===== config.mk =====
export PLATFORM = sky130hd
export DESIGN_NAME = front_end_top
export DESIGN_NICKNAME = d
export VERILOG_FILES = /design/src/rtl/fe_pkg.sv /design/src/rtl/bundle_if.sv /design/src/rtl/bundle_fetch.sv /design/src/rtl/slot_predecode.sv /design/src/rtl/slot_valid.sv /design/src/rtl/issue_queue.sv /design/src/rtl/front_end_top.sv
export VERILOG_INCLUDE_DIRS = /design/src /design/src/rtl
export SDC_FILE = /design/constraint.sdc
export NUM_CORES = 1
export LEC_CHECK = 0
export BUFFER_PORTS_ARGS = -buffer_cell sky130_fd_sc_hd__buf_4
export CORE_MARGIN = 2
export CORE_UTILIZATION = 40
export CTS_CLUSTER_DIAMETER = 60
export DETAILED_ROUTE_END_ITERATION = 10
export MAX_ROUTING_LAYER = met4
export PLACE_DENSITY = 0.56
export SYNTH_ARGS = -nofsm -noshare
export SYNTH_HDL_FRONTEND = slang
export SYNTH_SLANG_ARGS = --single-unit

===== constraint.sdc =====
create_clock -name clk -period 11.55 [get_ports clk]
set_clock_uncertainty 0.05 [all_clocks]
set_input_delay 3.465 -clock clk [delete_from_list [all_inputs] [get_ports clk]]
set_output_delay 3.465 -clock clk [all_outputs]
set_load 0.05 [all_outputs]

===== src/rtl/fe_settings.svh =====
/*
 * front end settings
 * sizes shared by the bundle front end and its testbench
 */
`ifndef FE_SETTINGS_SVH
`define FE_SETTINGS_SVH

// slots per bundle
// the tracker mask table is written for exactly three
`define FE_SLOTS 3

// instruction width of one slot
`define FE_INSN_W 40

// byte address width, bundles sit on 16 byte boundaries
`define FE_ADDR_W 16

// issue queue entries, must be a power of two
`define FE_QDEPTH 8

`endif


===== src/rtl/fe_pkg.sv =====
/*
 * front end package
 * slot opcode encoding, slot mask and count types, and the
 * lowest-slots selection shared by fetch, tracker and queue
 */
`include "fe_settings.svh"

package fe_pkg;

	// opcode field sits in the top nibble of a slot
	localparam int OP_LSB = `FE_INSN_W - 4;
	// static taken hint of a conditional branch
	localparam int HINT_BIT = OP_LSB - 1;

	typedef enum logic [3:0] {
		OP_ALU = 4'h0,
		OP_LD  = 4'h1,
		OP_ST  = 4'h2,
		OP_BR  = 4'h3,
		OP_JC  = 4'h4,
		OP_RET = 4'h5,
		OP_NOP = 4'hf
	} slot_op_e;

	typedef logic [`FE_SLOTS-1:0]  slot_mask_t;
	typedef logic [2:0]            qcnt_t;
	typedef logic [`FE_INSN_W-1:0] insn_t;
	typedef logic [`FE_ADDR_W-1:0] addr_t;

	// ==============================
	// the n lowest set slots of v
	// ==============================
	function automatic slot_mask_t low_slots(slot_mask_t v, qcnt_t n);
		slot_mask_t m;
		m = '0;
		if (n != 3'd0) begin
			case (v)
			3'b011:
				m = (n == 3'd1) ? 3'b001 : 3'b011;
			3'b101:
				m = (n == 3'd1) ? 3'b001 : 3'b101;
			3'b110:
				m = (n == 3'd1) ? 3'b010 : 3'b110;
			3'b111:
				case (n)
				3'd1: m = 3'b001;
				3'd2: m = 3'b011;
				default: m = 3'b111;
				endcase
			// single slot or empty, nothing to pick
			default:
				m = v;
			endcase
		end
		return m;
	endfunction

endpackage


===== src/rtl/bundle_if.sv =====
/*
 * bundle interface
 * a latched bundle with its address, entry mask and hit flag,
 * from fetch to predecode, slot tracker and issue queue
 */
`timescale 1ns/1ps
`include "fe_settings.svh"

interface bundle_if;
	import fe_pkg::*;

	// the three slots of the latched bundle
	insn_t      insn [`FE_SLOTS];
	// aligned address of the latched bundle
	addr_t      ip;
	// entry mask at the fetch address, loaded with the bundle
	slot_mask_t mask;
	// entry mask that travels with the latched bundle
	slot_mask_t maskd;
	// instruction port hit when the bundle was latched
	logic       phit;

	modport src (output insn, ip, mask, maskd, phit);
	modport dst (input insn, ip, mask, maskd, phit);

endinterface


===== src/rtl/bundle_fetch.sv =====
/*
 * bundle fetch
 * instruction pointer, bundle latch and entry mask,
 * redirect on a queued taken control slot
 */
`timescale 1ns/1ps
`include "fe_settings.svh"

module bundle_fetch (
	input  logic               clk,
	input  logic               rst,
	bundle_if.src              bus,
	output fe_pkg::addr_t      imem_addr,
	input  fe_pkg::insn_t      imem_data [`FE_SLOTS],
	input  logic               imem_hit,
	input  logic               nextb,
	output logic               ip_override,
	input  fe_pkg::slot_mask_t slot_jc,
	input  fe_pkg::slot_mask_t slot_ret,
	input  fe_pkg::slot_mask_t take_branch,
	input  fe_pkg::addr_t      targets [`FE_SLOTS],
	input  fe_pkg::addr_t      ret_addr,
	input  fe_pkg::qcnt_t      queued_cnt
);
	import fe_pkg::*;

	addr_t      ip;
	addr_t      seq_ip;
	addr_t      redirect_ip;
	// slots of the latched bundle already taken by the queue
	slot_mask_t done;
	slot_mask_t pend;
	slot_mask_t qm;
	slot_mask_t ctl;
	slot_mask_t hit;

	// bundle base of the fetch address
	assign imem_addr = {ip[`FE_ADDR_W-1:4], 4'b0000};
	assign seq_ip    = {ip[`FE_ADDR_W-1:4] + 1'b1, 4'b0000};

	// entry slot onward, a slot number of 3 has nothing to run
	always_comb begin
		case (ip[3:2])
		2'd0: bus.mask = 3'b111;
		2'd1: bus.mask = 3'b110;
		2'd2: bus.mask = 3'b100;
		default: bus.mask = 3'b000;
		endcase
	end

	// ==============================
	// redirect
	// ==============================
	// own view of the pending slots, matches the tracker while
	// the queue is taking anything
	assign pend = bus.maskd & ~done;
	assign qm   = low_slots(pend, queued_cnt);
	assign ctl  = slot_jc | slot_ret | take_branch;
	// control slots among those queued this cycle
	assign hit  = qm & ctl;

	assign ip_override = |hit;

	// lowest control slot wins, walk down so it is written last
	always_comb begin
		redirect_ip = '0;
		for (int i = `FE_SLOTS - 1; i >= 0; i--) begin
			if (hit[i])
				redirect_ip = slot_ret[i] ? ret_addr : targets[i];
		end
	end

	// ==============================
	// pointer and bundle latch
	// ==============================
	always_ff @(posedge clk) begin
		if (rst) begin
			ip        <= '0;
			bus.phit  <= 1'b0;
			bus.maskd <= '0;
			done      <= '0;
		end else begin
			// a miss keeps the pointer so the bundle is refetched
			if (ip_override)
				ip <= redirect_ip;
			else if (nextb && imem_hit)
				ip <= seq_ip;
			if (nextb) begin
				bus.phit  <= imem_hit;
				bus.maskd <= bus.mask;
				done      <= '0;
			end else begin
				done <= done | qm;
			end
		end
	end

	always_ff @(posedge clk) begin
		if (nextb) begin
			bus.insn <= imem_data;
			bus.ip   <= imem_addr;
		end
	end

	// a redirect only comes from slots of a bundle that hit
	a_override_hit: assert property (@(posedge clk) disable iff (rst)
		ip_override |-> bus.phit);

endmodule


===== src/rtl/slot_predecode.sv =====
/*
 * slot predecode
 * flags jump/call, return and predicted-taken branch slots
 * and gives each slot its control target
 */
`timescale 1ns/1ps
`include "fe_settings.svh"

module slot_predecode (
	bundle_if.dst              bus,
	input  fe_pkg::addr_t      ret_addr,
	output fe_pkg::slot_mask_t slot_jc,
	output fe_pkg::slot_mask_t slot_ret,
	output fe_pkg::slot_mask_t take_branch,
	output fe_pkg::addr_t      targets [`FE_SLOTS]
);
	import fe_pkg::*;

	slot_op_e op [`FE_SLOTS];

	always_comb begin
		for (int i = 0; i < `FE_SLOTS; i++) begin
			// opcode from the top nibble
			op[i] = slot_op_e'(bus.insn[i][OP_LSB +: 4]);

			slot_jc[i]  = (op[i] == OP_JC);
			slot_ret[i] = (op[i] == OP_RET);
			// hint bit means nothing outside a branch
			take_branch[i] = (op[i] == OP_BR) && bus.insn[i][HINT_BIT];

			// returns go to the link address, the rest carry
			// an absolute target in the low bits
			if (op[i] == OP_RET)
				targets[i] = ret_addr;
			else
				targets[i] = bus.insn[i][`FE_ADDR_W-1:0];
		end
	end

endmodule


===== src/rtl/slot_valid.sv =====
/*
 * slot valid tracker
 * keeps the slots of the current bundle still waiting for the
 * queue, stomps the bundle behind a redirect, requests the next
 */
`timescale 1ns/1ps
`include "fe_settings.svh"

module slot_valid (
	input  logic               clk,
	input  logic               rst,
	bundle_if.dst              bus,
	input  logic               branchmiss,
	input  fe_pkg::qcnt_t      queued_cnt,
	input  fe_pkg::slot_mask_t slot_jc,
	input  fe_pkg::slot_mask_t slot_ret,
	input  fe_pkg::slot_mask_t take_branch,
	input  logic               ip_override,
	output fe_pkg::slot_mask_t slotv,
	output logic               nextb
);
	import fe_pkg::*;

	// registered pending mask, before hit and stomp gating
	slot_mask_t slotvd;
	// the latched bundle sits behind a redirect
	logic       stomped;
	// registered mask gated by the port hit
	slot_mask_t live;
	// slots up to and including the lowest pending control slot
	slot_mask_t upto;
	// slots the queue takes this cycle
	slot_mask_t qm;
	slot_mask_t ctl;
	// what is left after this cycle
	slot_mask_t slot_rem;
	logic       stomp_next;

	// ==============================
	// pending this cycle
	// ==============================
	assign ctl  = slot_jc | slot_ret | take_branch;
	assign live = slotvd & {`FE_SLOTS{bus.phit}};

	// nothing behind the first pending control slot is offered
	always_comb begin
		if (live[0] && ctl[0])
			upto = 3'b001;
		else if (live[1] && ctl[1])
			upto = 3'b011;
		else
			upto = 3'b111;
	end

	// a missed or stomped bundle offers nothing
	assign slotv = stomped ? '0 : (live & upto);

	// queue takes the lowest pending slots
	assign qm = low_slots(slotv, queued_cnt);

	// a queued control slot redirects fetch
	// the rest of this bundle and the one behind it are dead
	assign stomp_next = ip_override && |(qm & ctl);

	always_comb begin
		if (stomp_next)
			slot_rem = '0;
		else
			slot_rem = slotv & ~qm;
	end

	// ask for the next bundle once nothing is left
	// also true straight out of reset since slotvd is clear
	assign nextb = (slot_rem == '0);

	// ==============================
	// state
	// ==============================
	always_ff @(posedge clk) begin
		if (rst) begin
			slotvd  <= '0;
			stomped <= 1'b0;
		end else begin
			if (nextb) begin
				// fresh bundle from the entry slot onward
				slotvd  <= bus.mask;
				stomped <= stomp_next;
			end else if (branchmiss) begin
				// mispredict kills whatever is left
				slotvd <= '0;
			end else begin
				slotvd <= slot_rem;
			end
		end
	end

	// pending slots never reach below the entry slot
	a_slotv_in_mask: assert property (@(posedge clk) disable iff (rst)
		(slotv & ~bus.maskd) == '0);

endmodule


===== src/rtl/issue_queue.sv =====
/*
 * issue queue
 * circular buffer taking up to three slots a cycle in slot
 * order, with the head mirrored out on each dequeue
 */
`timescale 1ns/1ps
`include "fe_settings.svh"

module issue_queue (
	input  logic                         clk,
	input  logic                         rst,
	bundle_if.dst                        bus,
	input  fe_pkg::slot_mask_t           slotv,
	input  logic                         deq,
	output fe_pkg::qcnt_t                queued_cnt,
	output logic                         enq_valid,
	output fe_pkg::insn_t                enq_insn,
	output fe_pkg::addr_t                enq_addr,
	output logic [$clog2(`FE_QDEPTH):0] q_count
);
	import fe_pkg::*;

	localparam int PW = $clog2(`FE_QDEPTH);

	insn_t       insn_mem [`FE_QDEPTH];
	addr_t       addr_mem [`FE_QDEPTH];
	logic [PW-1:0] head;
	logic [PW-1:0] tail;
	logic [PW:0]   count;
	logic [PW:0]   space;
	logic [1:0]    npend;
	logic          pop;
	slot_mask_t    qm;
	// slot number feeding the k-th write
	logic [1:0]    src [`FE_SLOTS];

	// ==============================
	// accept
	// ==============================
	assign space = (PW + 1)'(`FE_QDEPTH) - count;
	assign npend = 2'($countones(slotv));

	// as many pending slots as fit, space counted before dequeue
	always_comb begin
		if (space >= (PW + 1)'(npend))
			queued_cnt = qcnt_t'(npend);
		else
			queued_cnt = qcnt_t'(space);
	end

	assign qm = low_slots(slotv, queued_cnt);

	// pack the taken slots down, lowest first
	always_comb begin
		int j;
		j = 0;
		for (int k = 0; k < `FE_SLOTS; k++)
			src[k] = 2'(k);
		for (int i = 0; i < `FE_SLOTS; i++) begin
			if (qm[i]) begin
				src[j] = 2'(i);
				j++;
			end
		end
	end

	assign pop     = deq && (count != '0);
	assign q_count = count;

	// ==============================
	// storage
	// ==============================
	always_ff @(posedge clk) begin
		for (int k = 0; k < `FE_SLOTS; k++) begin
			if (k < int'(queued_cnt)) begin
				// pointer wraps since depth is a power of two
				insn_mem[tail + PW'(k)] <= bus.insn[src[k]];
				addr_mem[tail + PW'(k)] <= {bus.ip[`FE_ADDR_W-1:4], src[k], 2'b00};
			end
		end
		if (pop) begin
			enq_insn <= insn_mem[head];
			enq_addr <= addr_mem[head];
		end
	end

	always_ff @(posedge clk) begin
		if (rst) begin
			head      <= '0;
			tail      <= '0;
			count     <= '0;
			enq_valid <= 1'b0;
		end else begin
			tail      <= tail + PW'(queued_cnt);
			head      <= head + PW'(pop);
			count     <= count + (PW + 1)'(queued_cnt) - (PW + 1)'(pop);
			enq_valid <= pop;
		end
	end

	a_no_overflow: assert property (@(posedge clk) disable iff (rst)
		q_count <= (PW + 1)'(`FE_QDEPTH));

	// a beat out means there was something at the head
	a_no_underflow: assert property (@(posedge clk) disable iff (rst)
		enq_valid |-> $past(q_count) != '0);

endmodule


===== src/rtl/front_end_top.sv =====
/*
 * bundle front end top
 * fetch, predecode, slot tracker and issue queue
 */
`timescale 1ns/1ps
`include "fe_settings.svh"

module front_end_top (
	input  logic                         clk,
	input  logic                         rst,
	output fe_pkg::addr_t                imem_addr,
	input  fe_pkg::insn_t                imem_data [`FE_SLOTS],
	input  logic                         imem_hit,
	input  logic                         deq,
	input  logic                         branchmiss,
	input  fe_pkg::addr_t                ret_addr,
	output logic                         enq_valid,
	output fe_pkg::insn_t                enq_insn,
	output fe_pkg::addr_t                enq_addr,
	output logic [$clog2(`FE_QDEPTH):0] q_count
);
	import fe_pkg::*;

	// latched bundle, shared by all four blocks
	bundle_if bus ();

	logic       nextb;
	logic       ip_override;
	slot_mask_t slot_jc;
	slot_mask_t slot_ret;
	slot_mask_t take_branch;
	slot_mask_t slotv;
	qcnt_t      queued_cnt;
	addr_t      targets [`FE_SLOTS];

	bundle_fetch i_bundle_fetch (
		.clk         (clk),
		.rst         (rst),
		.bus         (bus.src),
		.imem_addr   (imem_addr),
		.imem_data   (imem_data),
		.imem_hit    (imem_hit),
		.nextb       (nextb),
		.ip_override (ip_override),
		.slot_jc     (slot_jc),
		.slot_ret    (slot_ret),
		.take_branch (take_branch),
		.targets     (targets),
		.ret_addr    (ret_addr),
		.queued_cnt  (queued_cnt)
	);

	slot_predecode i_slot_predecode (
		.bus         (bus.dst),
		.ret_addr    (ret_addr),
		.slot_jc     (slot_jc),
		.slot_ret    (slot_ret),
		.take_branch (take_branch),
		.targets     (targets)
	);

	slot_valid i_slot_valid (
		.clk         (clk),
		.rst         (rst),
		.bus         (bus.dst),
		.branchmiss  (branchmiss),
		.queued_cnt  (queued_cnt),
		.slot_jc     (slot_jc),
		.slot_ret    (slot_ret),
		.take_branch (take_branch),
		.ip_override (ip_override),
		.slotv       (slotv),
		.nextb       (nextb)
	);

	issue_queue i_issue_queue (
		.clk        (clk),
		.rst        (rst),
		.bus        (bus.dst),
		.slotv      (slotv),
		.deq        (deq),
		.queued_cnt (queued_cnt),
		.enq_valid  (enq_valid),
		.enq_insn   (enq_insn),
		.enq_addr   (enq_addr),
		.q_count    (q_count)
	);

endmodule


==> results by stage <==
STA:
- After routing, the total negative slack on setup checks comes to 0 ns.
- The final critical path time including I/O delays and setup is 8.37 ns.
- Setup repair after global routing left no endpoint under its margin.
- The remaining max-slew budget at the tightest pin is 8.05%.
- For this run, the top clock speed supported by timing is 0.119 GHz.
- The number of pins with negative max-slew slack in the final report is 0.
- Setup violations remaining at the end of the flow were counted as 0.
- Dividing the final minimum period by the clock period gives 72.5%.
- The worst path meets setup with 3.18 ns of slack.
- The final number of hold-violating endpoints is 0.
- At the pin with the least slew margin, the transition time is 1.36 ns.

Clock network:
- Once the clock tree was built, the resizer swapped 0 gates to a different size.
- The latest clock arrival within the worst-skew pair is 0.64 ns.
- The number of buffers added by the clock tree synthesis step is 79.
- The tree is rooted in a sky130_fd_sc_hd__clkbuf_16.
- TritonCTS built the clock tree.
- The total number of H-tree levels is 3.
- Counting along the longest clock path gives a buffer depth of 3.
- The tree built by TritonCTS fans out to 654 sinks.
- After clock tree synthesis, the setup repair step added 0 buffers.
- The count of hold buffers inserted by post-cts repair is 0.
- The clock-pin slew on the worst setup and hold paths is 0.06 ns.

Synth:
- Ranked by total cell area, the synthesized netlist is headed by sky130_fd_sc_hd__edfxtp_1 54%, sky130_fd_sc_hd__mux4_2 7.0%, sky130_fd_sc_hd__a221o_1 4.4%, sky130_fd_sc_hd__o221ai_1 4.2%, sky130_fd_sc_hd__o211ai_1 3.7%.
- Sorting the synthesized cells by how often they occur yields 618 x sky130_fd_sc_hd__edfxtp_1, 190 x sky130_fd_sc_hd__clkbuf_1, 168 x sky130_fd_sc_hd__o211ai_1, 167 x sky130_fd_sc_hd__o221ai_1, 153 x sky130_fd_sc_hd__a221o_1.
- After Yosys synthesis, XOR and XNOR cells account for 0.326% of the synthesized area.
- By area, the combinational part of the netlist is dominated by compound AO/OA/AOI/OAI gates.
- The mean area per synthesized cell is 13.6 um^2.
- After synthesis, the share of flip-flops with an asynchronous set or reset is 0%.
- The netlist uses 87 different library cells.
- The area of the mapped netlist is 0.0345 mm^2.
- Of the total synthesized cell area, the portion taken by full adders, half adders and majority gates is 0.717%.
- During synthesis, Yosys emitted a total of 0 warnings.
- After Yosys synthesis, and, or, nand and nor cells account for 4.60% of the synthesized area.
- The biggest area contributor in the post-synthesis netlist is sky130_fd_sc_hd__edfxtp_1.
- The share of synthesized area occupied by flip-flops and latches is 55.8%.
- The top cell type by area accounts for 53.7% of the synthesized area.
- After technology mapping, the gate count stands at 2,548.
- The synthesized netlist devotes 23.9% of its cell area to compound gates.
- The dominant synthesized flop cell is sky130_fd_sc_hd__edfxtp_1.
- The most common cell in the synthesized netlist is sky130_fd_sc_hd__edfxtp_1.
- The number of synthesized register bits is 654.
- The portion of synthesized area spent on multiplexers is 9.71%.
- The number of enable-type register cells in the synthesized netlist is 618.

Floorplan:
- During I/O placement, the number of pins put on the boundary was 218.
- The die span in y is 298 um.
- The core area is 0.0854 mm^2.
- The starting density of the core is 40.4%.
- The die covers 0.0887 mm^2.
- The overall die width is 298 um.
- The number of placement rows is 107.

Placement:
- Routability-driven placement finished with a final weighted congestion of 0.910.
- The number of input and output port buffers inserted is 209.
- The placed wire-length estimate after detailed placement is 74.9 mm.
- Prior to clock tree synthesis, the placed netlist has a worst setup slack of 3.44 ns.

Pwr:
- The cell area power density is 291 mW/mm^2.
- The portion of total power attributed to the clock network is 21.3%.
- The sequential group share of total power is 37.6%.
- VDD sags by at most 0.177 mV.
- The switching power share of the total is 40.1%.
- The internal power consumption is 6950 uW.
- The part of the power in combinational logic is 41.1%.
- In this run the static leakage power is 0.0130 uW.
- The power dissipated by switching net loads is 4650 uW.

Job:
- Max-cap violations in this run came to 0.

Worst setup path:
- The largest incremental delay on the critical path is 1.09 ns.
- At the worst endpoint, the required time is 11.99 ns.
- On the critical path, the stage with the largest delay is an instance of sky130_fd_sc_hd__nand4_1.
- The startpoint class of the critical path is a flop.
- The worst setup path is captured at a flop.
- The signal on the critical path passes through nand4b_1, o311ai_0, a21oi_1, fa_1, ha_1, nand2b_1, a211o_1, o21ai_1, nand3_1, o211ai_1, and2_1, inv_1, ha_1, o2111ai_4, buf_4, nand4_1, buf_4, o32ai_1, a221o_1.
- The count of buffer and inverter cells on the critical path is 3.
- The arrival time of data at the critical path endpoint is 8.81 ns.
- The kind of cell with the highest combined delay along the critical path is compound AO/OA/AOI/OAI gates.
- In this run the worst path has a maximum fanout of 45.
- The critical path class is reg2reg.

Drt:
- The per-cell via count in the routed design is 7.07.
- The first routing iteration left 4,060 violations.
- In this run the remaining antenna-violating nets after routing total 0.
- The total iterations of the first detailed-routing run is 9.
- For this run, design rule violations remaining after detail routing come to 0.
- After detailed routing, the average wire length per cell comes to 34.8 um.
- Summed over all layers, the routed wires come to 134 mm.
- Across all layers, the routed design uses 27,100 vias.

Final layout:
- The synthesis-to-layout area growth is 15.5%.
- The final-layout fill cell count is 7,537.
- In the final design database the tool counted 2,788 nets.
- The post-route netlist has 25.2% of its cells at a drive strength greater than 1.

GRT:
- The number of antenna violations at the first check in global routing is 2.
- The wire length of the first global-routing pass is 188 mm.
- Global routing used 30.1% of the available tracks.
- The global route total overflow is 0.
- Entering global routing, the biggest net connects 96 pins.
- The via count of the first global-routing pass is 27,200.

Min path:
- The type of the tightest min-delay check is reg2reg.

Outcome:
- The flow ran to the end, and the final reports show no timing, DRC or antenna violations.
## flip-flops by register name (all words and copies together), names as in the netlist, 4 cells and up
register / count
i_bundle_fetch.bus.ip: 12
i_bundle_fetch.bus.insn: 120
i_issue_queue.q_count: 4
i_issue_queue.insn_mem: 320
i_issue_queue.enq_addr: 14
i_issue_queue.enq_insn: 40
i_issue_queue.addr_mem: 112
i_bundle_fetch.ip: 14
## tightest hold or removal path: stages (launching register included)
cell                      delay (ns)
sky130_fd_sc_hd__dfxtp_1        0.32
sky130_fd_sc_hd__o21ai_0        0.07
sky130_fd_sc_hd__a21oi_1        0.06
## final cells by class
class / count / area (um^2) / share of cell area (%)
sequential: 654 / 19300 / 48.3
multi-input combinational: 1499 / 14100 / 35.2
timing repair buffer: 287 / 2150 / 5.40
clock buffer: 97 / 2090 / 5.23
tap: 1144 / 1430 / 3.59
clock inverter: 46 / 463 / 1.16
inverter: 108 / 405 / 1.02
antenna: 2 / 5.00 / 0.0125
## routing by layer
metal / global-route usage, % / wire (um) / vias up
met1: 37.8 / 49700 / 13500
met3: 6.50 / 15200 / 576
met2: 46.0 / 60900 / 2138
met4: 15.4 / 7760 / 0
li1: - / - / 11000
met5: - / 0 / -
## logic make-up (layout without fill, tap and decap cells)
| family | after synthesis | after routing |
|---|---|---|
| adder cells (fa/ha/maj) | 18 | 18 |
| XOR/XNOR | 12 | 12 |
| AND/OR/NAND/NOR | 297 | 297 |
| other | 2 | 9 |
| AO/OA/AOI/OAI | 972 | 972 |
| buffers and inverters | 400 | 538 |
| multiplexers | 193 | 193 |
| flip-flops | 654 | 654 |
## power by group through the flow
stage	Combinational (uW)	Sequential, uW	Clock [uW]
after floorplan	2940	4490	0
after global placement	4560	4360	0
after detailed placement	4650	4390	0
after CTS	4670	4350	2500
after global routing	5000	4420	2590
final	4770	4360	2470
## layout by cell type (no fill, tap or decap), types with 21 or more instances in the layout
master / Yosys / final
sky130_fd_sc_hd__mux2_2: 57 / 57
sky130_fd_sc_hd__nand2_1: 78 / 78
sky130_fd_sc_hd__a21o_1: 42 / 42
sky130_fd_sc_hd__edfxtp_1: 618 / 618
sky130_fd_sc_hd__o221ai_1: 167 / 167
sky130_fd_sc_hd__o31ai_4: 30 / 30
sky130_fd_sc_hd__nor2_1: 43 / 41
sky130_fd_sc_hd__mux4_2: 108 / 108
sky130_fd_sc_hd__nor3_1: 22 / 21
sky130_fd_sc_hd__nand3_1: 26 / 25
sky130_fd_sc_hd__dfxtp_1: 36 / 33
sky130_fd_sc_hd__inv_1: 107 / 107
sky130_fd_sc_hd__clkbuf_16: 0 / 80
sky130_fd_sc_hd__a21oi_1: 94 / 87
sky130_fd_sc_hd__buf_4: 25 / 287
sky130_fd_sc_hd__mux2i_1: 28 / 22
sky130_fd_sc_hd__o211ai_1: 168 / 168
sky130_fd_sc_hd__a221o_1: 153 / 153
sky130_fd_sc_hd__o32ai_1: 45 / 45
sky130_fd_sc_hd__nand4_1: 42 / 42
sky130_fd_sc_hd__o21ai_0: 40 / 35
sky130_fd_sc_hd__a211oi_1: 125 / 125
## metrics by stage
step	total power, uW	hold WS, ns	cell area [um^2]	std cells	util [%]
2_1_floorplan	7430	0.411	34600	2553	-
3_3_place_gp	8930	0.430	37300	3692	43.7
3_5_place_dp	9040	0.434	37300	3692	43.7
4_1_cts	11500	0.442	39900	3835	46.7
5_1_grt	12000	0.476	39900	3837	46.7
6_report	11600	0.448	39900	3837	46.7
## worst paths after layout
path	end	slack [ns]	start	cells past startpoint
max	i_issue_queue.insn_mem[0][2]	3.18	i_bundle_fetch.bus.insn[78]	19
min	i_bundle_fetch.bus.maskd[2]	0.45	i_bundle_fetch.bus.maskd[2]	2
min reg2reg	i_bundle_fetch.bus.maskd[2]	0.45	i_bundle_fetch.bus.maskd[2]	2
max reg2reg	i_issue_queue.insn_mem[0][2]	3.18	i_bundle_fetch.bus.insn[78]	19
No activity file was read; power rests on OpenSTA's default activity.
